[src/verilog/bridge_pkg.sv]
/* Shared widths, FIFO depth, AXI response codes and the request and
   response structs of the AXI-to-APB bridge */
package bridge_pkg;

    localparam int ADDR_WIDTH  = 32;
    localparam int DATA_WIDTH  = 32;
    localparam int ID_WIDTH    = 4;
    localparam int FIFO_DEPTH  = 4;
    localparam int SLAVE_COUNT = 8;
    // Slave index comes from the top address bits
    localparam int SEL_WIDTH   = $clog2(SLAVE_COUNT);

    localparam logic [1:0] RESP_OKAY   = 2'b00;
    localparam logic [1:0] RESP_SLVERR = 2'b10;

    // AW and AR queue entry
    typedef struct packed {
        logic [ADDR_WIDTH-1:0] addr;
        logic [ID_WIDTH-1:0]   id;
    } addr_cmd_t;

    // W queue entry
    typedef logic [DATA_WIDTH-1:0] wdata_t;

    typedef struct packed {
        logic                  write;
        logic [ADDR_WIDTH-1:0] addr;
        logic [DATA_WIDTH-1:0] wdata;
        logic [ID_WIDTH-1:0]   id;
    } apb_req_t;

    typedef struct packed {
        logic                  write;
        logic [ID_WIDTH-1:0]   id;
        logic [DATA_WIDTH-1:0] rdata;
        logic                  err;
    } apb_rsp_t;

endpackage

[src/verilog/bridge_ifs.sv]
/* Request and response handshake interfaces between the arbiter,
   the APB master and the response router */
`timescale 1ns/1ns

interface apb_req_if import bridge_pkg::*; ();
    logic                  valid;
    logic                  ready;
    logic                  write;
    logic [ADDR_WIDTH-1:0] addr;
    logic [DATA_WIDTH-1:0] wdata;
    logic [ID_WIDTH-1:0]   id;

    modport source (output valid, write, addr, wdata, id, input ready);
    modport sink (input valid, write, addr, wdata, id, output ready);
endinterface

interface apb_rsp_if import bridge_pkg::*; ();
    logic                  valid;
    logic                  ready;
    logic                  write;
    logic [ID_WIDTH-1:0]   id;
    logic [DATA_WIDTH-1:0] rdata;
    logic                  err;

    // Master produces results, router consumes them
    modport source (output valid, write, id, rdata, err, input ready);
    modport sink (input valid, write, id, rdata, err, output ready);
endinterface

[src/verilog/req_fifo.sv]
/* Show-ahead FIFO with wrap-bit pointers and a typed payload */
`timescale 1ns/1ns

module req_fifo import bridge_pkg::*; #(
    parameter type item_t = logic,
    parameter int  depth  = FIFO_DEPTH
) (
    input  logic  clk,
    input  logic  preset_n,
    input  logic  push_valid,
    input  item_t push_data,
    output logic  push_ready,
    output logic  pop_valid,
    output item_t pop_data,
    input  logic  pop_ready
);

    localparam int PTR_W = $clog2(depth);

    item_t          mem [depth];
    // Extra top bit tells full from empty when indices match
    logic [PTR_W:0] wr_ptr;
    logic [PTR_W:0] rd_ptr;
    logic           full;
    logic           empty;

    assign empty = (wr_ptr == rd_ptr);
    assign full  = (wr_ptr[PTR_W] != rd_ptr[PTR_W]) &&
                   (wr_ptr[PTR_W-1:0] == rd_ptr[PTR_W-1:0]);

    assign push_ready = !full;
    assign pop_valid  = !empty;
    assign pop_data   = mem[rd_ptr[PTR_W-1:0]];

    always_ff @(posedge clk) begin
        if (push_valid && push_ready) begin
            mem[wr_ptr[PTR_W-1:0]] <= push_data;
        end
    end

    always_ff @(posedge clk) begin
        if (!preset_n) begin
            wr_ptr <= '0;
            rd_ptr <= '0;
        end else begin
            if (push_valid && push_ready) begin
                wr_ptr <= wr_ptr + 1'b1;
            end
            if (pop_valid && pop_ready) begin
                rd_ptr <= rd_ptr + 1'b1;
            end
        end
    end

endmodule

[src/verilog/axi_req_arbiter.sv]
/* Write/read arbiter: joins AW and W heads into one write request
   and alternates writes with reads toward the APB master */
`timescale 1ns/1ns

module axi_req_arbiter import bridge_pkg::*; (
    input  logic             clk,
    input  logic             preset_n,
    input  logic             aw_valid,
    input  addr_cmd_t        aw_cmd,
    output logic             aw_pop,
    input  logic             w_valid,
    input  wdata_t           w_data,
    output logic             w_pop,
    input  logic             ar_valid,
    input  addr_cmd_t        ar_cmd,
    output logic             ar_pop,
    apb_req_if.source        req
);

    logic wr_avail;
    logic rd_avail;
    logic grant_write;
    logic fire;
    // Set when the last granted request was a write
    logic last_write;

    // A write needs both its address and its data
    assign wr_avail = aw_valid && w_valid;
    assign rd_avail = ar_valid;

    // On contention the kind not served last time wins
    assign grant_write = wr_avail && (!rd_avail || !last_write);

    assign req.valid = wr_avail || rd_avail;
    assign req.write = grant_write;
    assign req.addr  = grant_write ? aw_cmd.addr : ar_cmd.addr;
    assign req.id    = grant_write ? aw_cmd.id : ar_cmd.id;
    assign req.wdata = w_data;

    assign fire   = req.valid && req.ready;
    assign aw_pop = fire && grant_write;
    assign w_pop  = fire && grant_write;
    assign ar_pop = fire && !grant_write;

    always_ff @(posedge clk) begin
        if (!preset_n) begin
            last_write <= 1'b0;
        end else if (fire) begin
            last_write <= grant_write;
        end
    end

endmodule

[src/verilog/apb_master.sv]
/* APB master FSM: idle, setup, access and respond, with one-hot
   slave select decoded from the top address bits */
`timescale 1ns/1ns

module apb_master import bridge_pkg::*; (
    input  logic                   clk,
    input  logic                   preset_n,
    apb_req_if.sink                req,
    apb_rsp_if.source              rsp,
    output logic [SLAVE_COUNT-1:0] psel,
    output logic                   penable,
    output logic                   pwrite,
    output logic [ADDR_WIDTH-1:0]  paddr,
    output logic [DATA_WIDTH-1:0]  pwdata,
    input  logic [DATA_WIDTH-1:0]  prdata,
    input  logic                   pready,
    input  logic                   pslverr
);

    typedef enum logic [1:0] {
        ST_IDLE,
        ST_SETUP,
        ST_ACCESS,
        ST_RESPOND
    } state_t;

    state_t         state;
    apb_req_t       cur_req;
    logic [DATA_WIDTH-1:0] rdata_q;
    logic           err_q;
    logic [SEL_WIDTH-1:0]  slave_idx;

    assign req.ready = (state == ST_IDLE);

    assign slave_idx = cur_req.addr[ADDR_WIDTH-1 -: SEL_WIDTH];
    assign psel      = (state == ST_SETUP || state == ST_ACCESS) ?
                       (SLAVE_COUNT'(1) << slave_idx) : '0;
    assign penable   = (state == ST_ACCESS);
    assign pwrite    = cur_req.write;
    assign paddr     = cur_req.addr;
    assign pwdata    = cur_req.wdata;

    // Result held until the router takes it
    assign rsp.valid = (state == ST_RESPOND);
    assign rsp.write = cur_req.write;
    assign rsp.id    = cur_req.id;
    assign rsp.rdata = rdata_q;
    assign rsp.err   = err_q;

    always_ff @(posedge clk) begin
        if (!preset_n) begin
            state <= ST_IDLE;
        end else begin
            case (state)
                ST_IDLE: begin
                    if (req.valid) begin
                        state <= ST_SETUP;
                    end
                end
                ST_SETUP: state <= ST_ACCESS;
                ST_ACCESS: begin
                    if (pready) begin
                        state <= ST_RESPOND;
                    end
                end
                ST_RESPOND: begin
                    if (rsp.ready) begin
                        state <= ST_IDLE;
                    end
                end
                default: state <= ST_IDLE;
            endcase
        end
    end

    always_ff @(posedge clk) begin
        if (req.valid && req.ready) begin
            cur_req <= '{write: req.write, addr: req.addr, wdata: req.wdata, id: req.id};
        end
        // Sample slave result on completion of access
        if (state == ST_ACCESS && pready) begin
            rdata_q <= prdata;
            err_q   <= pslverr;
        end
    end

endmodule

[src/verilog/axi_resp_router.sv]
/* One-entry response slot steering APB results to the B or R channel */
`timescale 1ns/1ns

module axi_resp_router import bridge_pkg::*; (
    input  logic                  clk,
    input  logic                  preset_n,
    apb_rsp_if.sink               rsp,
    output logic                  bvalid,
    output logic [1:0]            bresp,
    output logic [ID_WIDTH-1:0]   bid,
    input  logic                  bready,
    output logic                  rvalid,
    output logic [1:0]            rresp,
    output logic [ID_WIDTH-1:0]   rid,
    output logic [DATA_WIDTH-1:0] rdata,
    output logic                  rlast,
    input  logic                  rready
);

    logic     full;
    apb_rsp_t slot;
    logic [1:0] resp_code;

    assign rsp.ready = !full;

    assign resp_code = slot.err ? RESP_SLVERR : RESP_OKAY;

    assign bvalid = full && slot.write;
    assign bresp  = resp_code;
    assign bid    = slot.id;

    assign rvalid = full && !slot.write;
    assign rresp  = resp_code;
    assign rid    = slot.id;
    assign rdata  = slot.rdata;
    // Single-beat reads only
    assign rlast  = rvalid;

    always_ff @(posedge clk) begin
        if (!preset_n) begin
            full <= 1'b0;
        end else if (rsp.valid && rsp.ready) begin
            full <= 1'b1;
        end else if ((bvalid && bready) || (rvalid && rready)) begin
            full <= 1'b0;
        end
    end

    always_ff @(posedge clk) begin
        if (rsp.valid && rsp.ready) begin
            slot <= '{write: rsp.write, id: rsp.id, rdata: rsp.rdata, err: rsp.err};
        end
    end

endmodule

[src/verilog/axi_apb_bridge.sv]
/* AXI-to-APB bridge top: AW, W and AR queues, arbiter, APB master
   and response router */
`timescale 1ns/1ns

module axi_apb_bridge import bridge_pkg::*; (
    input  logic                   clk,
    input  logic                   preset_n,
    // AXI write address
    input  logic [ADDR_WIDTH-1:0]  awaddr,
    input  logic [ID_WIDTH-1:0]    awid,
    input  logic                   awvalid,
    output logic                   awready,
    // AXI write data, wlast ignored for single beats
    input  logic [DATA_WIDTH-1:0]  wdata,
    input  logic                   wlast,
    input  logic                   wvalid,
    output logic                   wready,
    output logic                   bvalid,
    output logic [1:0]             bresp,
    output logic [ID_WIDTH-1:0]    bid,
    input  logic                   bready,
    input  logic [ADDR_WIDTH-1:0]  araddr,
    input  logic [ID_WIDTH-1:0]    arid,
    input  logic                   arvalid,
    output logic                   arready,
    output logic                   rvalid,
    output logic [1:0]             rresp,
    output logic [ID_WIDTH-1:0]    rid,
    output logic [DATA_WIDTH-1:0]  rdata,
    output logic                   rlast,
    input  logic                   rready,
    // APB
    output logic [SLAVE_COUNT-1:0] psel,
    output logic                   penable,
    output logic                   pwrite,
    output logic [ADDR_WIDTH-1:0]  paddr,
    output logic [DATA_WIDTH-1:0]  pwdata,
    input  logic [DATA_WIDTH-1:0]  prdata,
    input  logic                   pready,
    input  logic                   pslverr
);

    addr_cmd_t aw_head, ar_head;
    wdata_t    w_head;
    logic      aw_nonempty, w_nonempty, ar_nonempty;
    logic      aw_pop, w_pop, ar_pop;

    apb_req_if req_bus ();
    apb_rsp_if rsp_bus ();

    req_fifo #(.item_t(addr_cmd_t)) u_aw_fifo (
        .clk(clk), .preset_n(preset_n),
        .push_valid(awvalid), .push_data('{addr: awaddr, id: awid}), .push_ready(awready),
        .pop_valid(aw_nonempty), .pop_data(aw_head), .pop_ready(aw_pop)
    );

    req_fifo #(.item_t(wdata_t)) u_w_fifo (
        .clk(clk), .preset_n(preset_n),
        .push_valid(wvalid), .push_data(wdata), .push_ready(wready),
        .pop_valid(w_nonempty), .pop_data(w_head), .pop_ready(w_pop)
    );

    req_fifo #(.item_t(addr_cmd_t)) u_ar_fifo (
        .clk(clk), .preset_n(preset_n),
        .push_valid(arvalid), .push_data('{addr: araddr, id: arid}), .push_ready(arready),
        .pop_valid(ar_nonempty), .pop_data(ar_head), .pop_ready(ar_pop)
    );

    axi_req_arbiter u_arbiter (
        .clk(clk), .preset_n(preset_n),
        .aw_valid(aw_nonempty), .aw_cmd(aw_head), .aw_pop(aw_pop),
        .w_valid(w_nonempty), .w_data(w_head), .w_pop(w_pop),
        .ar_valid(ar_nonempty), .ar_cmd(ar_head), .ar_pop(ar_pop),
        .req(req_bus.source)
    );

    apb_master u_apb_master (
        .clk(clk), .preset_n(preset_n),
        .req(req_bus.sink), .rsp(rsp_bus.source),
        .psel(psel), .penable(penable), .pwrite(pwrite),
        .paddr(paddr), .pwdata(pwdata),
        .prdata(prdata), .pready(pready), .pslverr(pslverr)
    );

    axi_resp_router u_resp_router (
        .clk(clk), .preset_n(preset_n),
        .rsp(rsp_bus.sink),
        .bvalid(bvalid), .bresp(bresp), .bid(bid), .bready(bready),
        .rvalid(rvalid), .rresp(rresp), .rid(rid), .rdata(rdata),
        .rlast(rlast), .rready(rready)
    );

endmodule

[config.mk]
export PLATFORM = sky130hd
export DESIGN_NAME = axi_apb_bridge
export DESIGN_NICKNAME = d
export VERILOG_FILES = /design/src/verilog/bridge_pkg.sv /design/src/verilog/bridge_ifs.sv /design/src/verilog/req_fifo.sv /design/src/verilog/axi_req_arbiter.sv /design/src/verilog/apb_master.sv /design/src/verilog/axi_resp_router.sv /design/src/verilog/axi_apb_bridge.sv
export SDC_FILE = /design/constraint.sdc
export NUM_CORES = 1
export LEC_CHECK = 0
export BUFFER_PORTS_ARGS = -buffer_cell sky130_fd_sc_hd__buf_2
export CAP_MARGIN = 20
export CORE_UTILIZATION = 60
export DETAILED_ROUTE_END_ITERATION = 6
export GPL_TIMING_DRIVEN = 0
export PLACE_DENSITY = 0.82
export SLEW_MARGIN = 0
export SYNTH_ARGS = -nofsm -noshare
export SYNTH_HDL_FRONTEND = slang
export SYNTH_HIERARCHICAL = 1
export SYNTH_SLANG_ARGS = --single-unit
[constraint.sdc]
create_clock -name clk -period 9.05 [get_ports clk]
set_clock_uncertainty 0.15 [all_clocks]
set_input_delay 1.3575 -clock clk [delete_from_list [all_inputs] [get_ports clk]]
set_output_delay 1.3575 -clock clk [all_outputs]
set_load 0.005 [all_outputs]
==> results.md <==
- I/O Buffers: 266
- Routed vias: 11,100
- Global-route wire length before repair: 65.8 mm
- # DRC: 0
- GRT Resource Usage Total: 0.234
- FMAX: 279 MHz
- Worst hold margin: 0.263 ns
- Period utilisation layout: 0.396
- Syn avg cell area: 21.1 um2
- Setup TNS: 0 ns
- Worst hold path class: reg -> reg
- Post-DRT Antenna Nets: 0
- CP arrival: 2.08 ns
- Grt ovf: 0
- Vias/cell: 5.78
- Synth Register Bits: 584
- Critical path cell sequence: xor2_1 > nor2_1 > nand2_1 > buf_2
- Yosys warns: 6
- Number of setup violations in the final report: 0
- Slew HR: 0.371
- PostCTS Resize Cnt: 0
- Drt pass-1 iters: 5
- CP startpoint kind: register
- Crit-path leading delay family: simple AND/OR/NAND/NOR gates
- GP Congestion: 0.799
- Post-Syn Instances: 1,059
- Cell Area, Synth: 22,400 um2
- Share of post-route cells with drive strength above 1: 0.433
- CTS Buf Count: 56
- Initial Util: 0.611
- PwrDens: 301 nW/um2
- Setup bufs post-CTS: 0
- Slew Limit Fails: 0
- Detailed placement HPWL: 27.2 mm
- CTS tree: done
- Routed WL: 43.7 mm
- Final Hold Vio Count: 0
- CP max-delay cell: dfxtp_1
- Initial antenna violation count: 10
- Cell variety after synth: 43
- Placed Cells: 1,806
- Clk buf depth: 3
- Data required, critical path: 7.54 ns
- Number of global-route vias before repair: 11,500
- Worst path max stage delay: 0.50 ns
- Die width: 195 um
- RSZ-0062 raised after global routing: false
- Num ports: 270
- Root buffer cell: clkbuf_16
- Routed WL per cell: 22.8 um
- Clock Pin Slew Worst Setup and Hold Paths: 0.06 ns
- H-tree levels: 2
- Tightest Pin Transition: 0.942 ns
- Largest net degree at the start of global routing: 56
- Nets@finish: 1,560
- Type of element capturing the critical path: output pin
- CTS sink count: 584
- Final Non-Filler Cells: 1,915
- Register area share after synthesis: 0.772
- FP Rows: 70
- CTS hold repair buffers: 0
- Worst-Skew Late Latency: 0.61 ns
- Status: completed
- FFs w/ async S/R, synth: 0
- Peak supply drop: 0.000246 V
- Full die area: 38,000 um2
- DIE HEIGHT: 195 um
- Buf/Inv on CP: 1
- Core Region: 36,600 um2
- Max_cap viols: 0
- Main synth FF type: edfxtp_1
- Critical setup path kind: reg -> out
- First DRT Iteration DRCs: 845
- Critical Path Fanout Max: 7
- EDFF count, synth: 556
- Design Power: 7.97 mW
- LEAKAGE: 9.38 nW
- Area growth from synthesis to layout: 18.2%
- Final Critical Period: 3.58 ns
## Yosys cell counts (6+ instances only)
cell / n / area (um2)
nor3_1: 8 / 40.0
nand3_1: 9 / 45.0
buf_1: 9 / 33.8
a31oi_1: 6 / 37.5
mux4_2: 104 / 2340
nand4_1: 6 / 37.5
mux2_2: 18 / 203
nor2_1: 13 / 48.8
inv_1: 22 / 82.6
nand2_1: 23 / 86.3
nand3b_1: 12 / 90.1
buf_4: 85 / 638
a21oi_1: 9 / 45.0
a41oi_1: 6 / 52.6
xnor2_1: 9 / 78.8
edfxtp_1: 556 / 16700
a211o_1: 12 / 105
and2_1: 13 / 81.3
buf_2: 7 / 35.0
dfxtp_1: 28 / 561
o211ai_1: 6 / 45.0
xor2_1: 9 / 78.8
ha_1: 18 / 225
mux2_4: 19 / 285
o21ai_0: 12 / 60.1
buf_6: 6 / 67.6
## cell type report
class / count / area [um2]
well taps: 468 / 586
inverters: 22 / 82.6
multi-input cells: 342 / 4270
flip-flops and latches: 584 / 17300
fillers: 2136 / 10200
diodes: 5 / 12.5
repair buffers: 278 / 1590
clock inverters: 35 / 355
clock buffers: 69 / 1470
plain buffers: 112 / 807
## path summary, 6_finish.rpt
kind | end | cells past startpoint | slack, ns | from
setup / recovery | arready | 4 | 5.47 | u_ar_fifo/wr_ptr[0]
setup reg to reg | register | 11 | 5.64 | u_ar_fifo/wr_ptr[0]
hold reg to reg | u_resp_router/bid[0] | 0 | 0.26 | u_apb_master/rsp.id[0]
hold / removal | u_resp_router/bid[0] | 0 | 0.26 | u_apb_master/rsp.id[0]
## metrics by stage
step / instance area [um2] / util / worst slack [ns]
floorplan: 22400 / - / 5.24
global placement: 24300 / 0.663 / 3.17
detailed placement: 24600 / 0.672 / 5.67
CTS: 26400 / 0.722 / 5.44
global route: 26400 / 0.722 / 5.32
finish: 26400 / 0.722 / 5.47
## state kept, by name, summed over array words and instances, names as in the netlist, 2 cells and up, named ones only
name	cells
u_ar_fifo/mem	144
u_apb_master/pwdata	32
u_resp_router/bid	4
u_w_fifo/wr_ptr	3
u_aw_fifo/wr_ptr	3
u_apb_master/rsp.id	4
u_ar_fifo/wr_ptr	3
u_resp_router/rdata	32
u_resp_router/slot	2
u_aw_fifo/rd_ptr	3
u_w_fifo/mem	128
u_apb_master/paddr	32
u_w_fifo/rd_ptr	3
u_ar_fifo/rd_ptr	3
u_apb_master/rsp.rdata	32
u_apb_master/state	2
u_aw_fifo/mem	144
## power by group
part | switching, mW | internal, mW
registers | 0.157 | 3.61
clock network | 0.953 | 1.35
logic | 1.03 | 0.872
## cells by family after synthesis
family                     synth area share
other                              0.000168
buffers and inverters                0.0398
and+or+nand+nor                      0.0238
muxes                                 0.127
xor gates and xnor gates            0.00705
AOI/OAI and AO/OA                    0.0204
DFF                                   0.772
adders and majority gates            0.0101
## layout by cell type, fill, tap and decap left out, types with 13 or more instances in the layout
cell       synthesis  routed
inv_1             22      22
ha_1              18      18
mux2_2            18      18
dfxtp_1           28      28
clkbuf_16          0      57
buf_4             85      85
nand2_1           23      23
mux2_4            19      19
clkinv_2           0      13
mux4_2           104     104
nor2_1            13      13
buf_2              7     273
edfxtp_1         556     556
## layer usage
layer,part of all wire,track usage,routed length [um],vias up
met4,0.027,0.0819,1160,10
met1,0.40,0.309,17300,5612
met5,0.0014,0,63,-
met2,0.49,0.382,21600,475
met3,0.081,0.0617,3540,96
li1,-,-,-,4879
(Power assumes the default switching activity.)
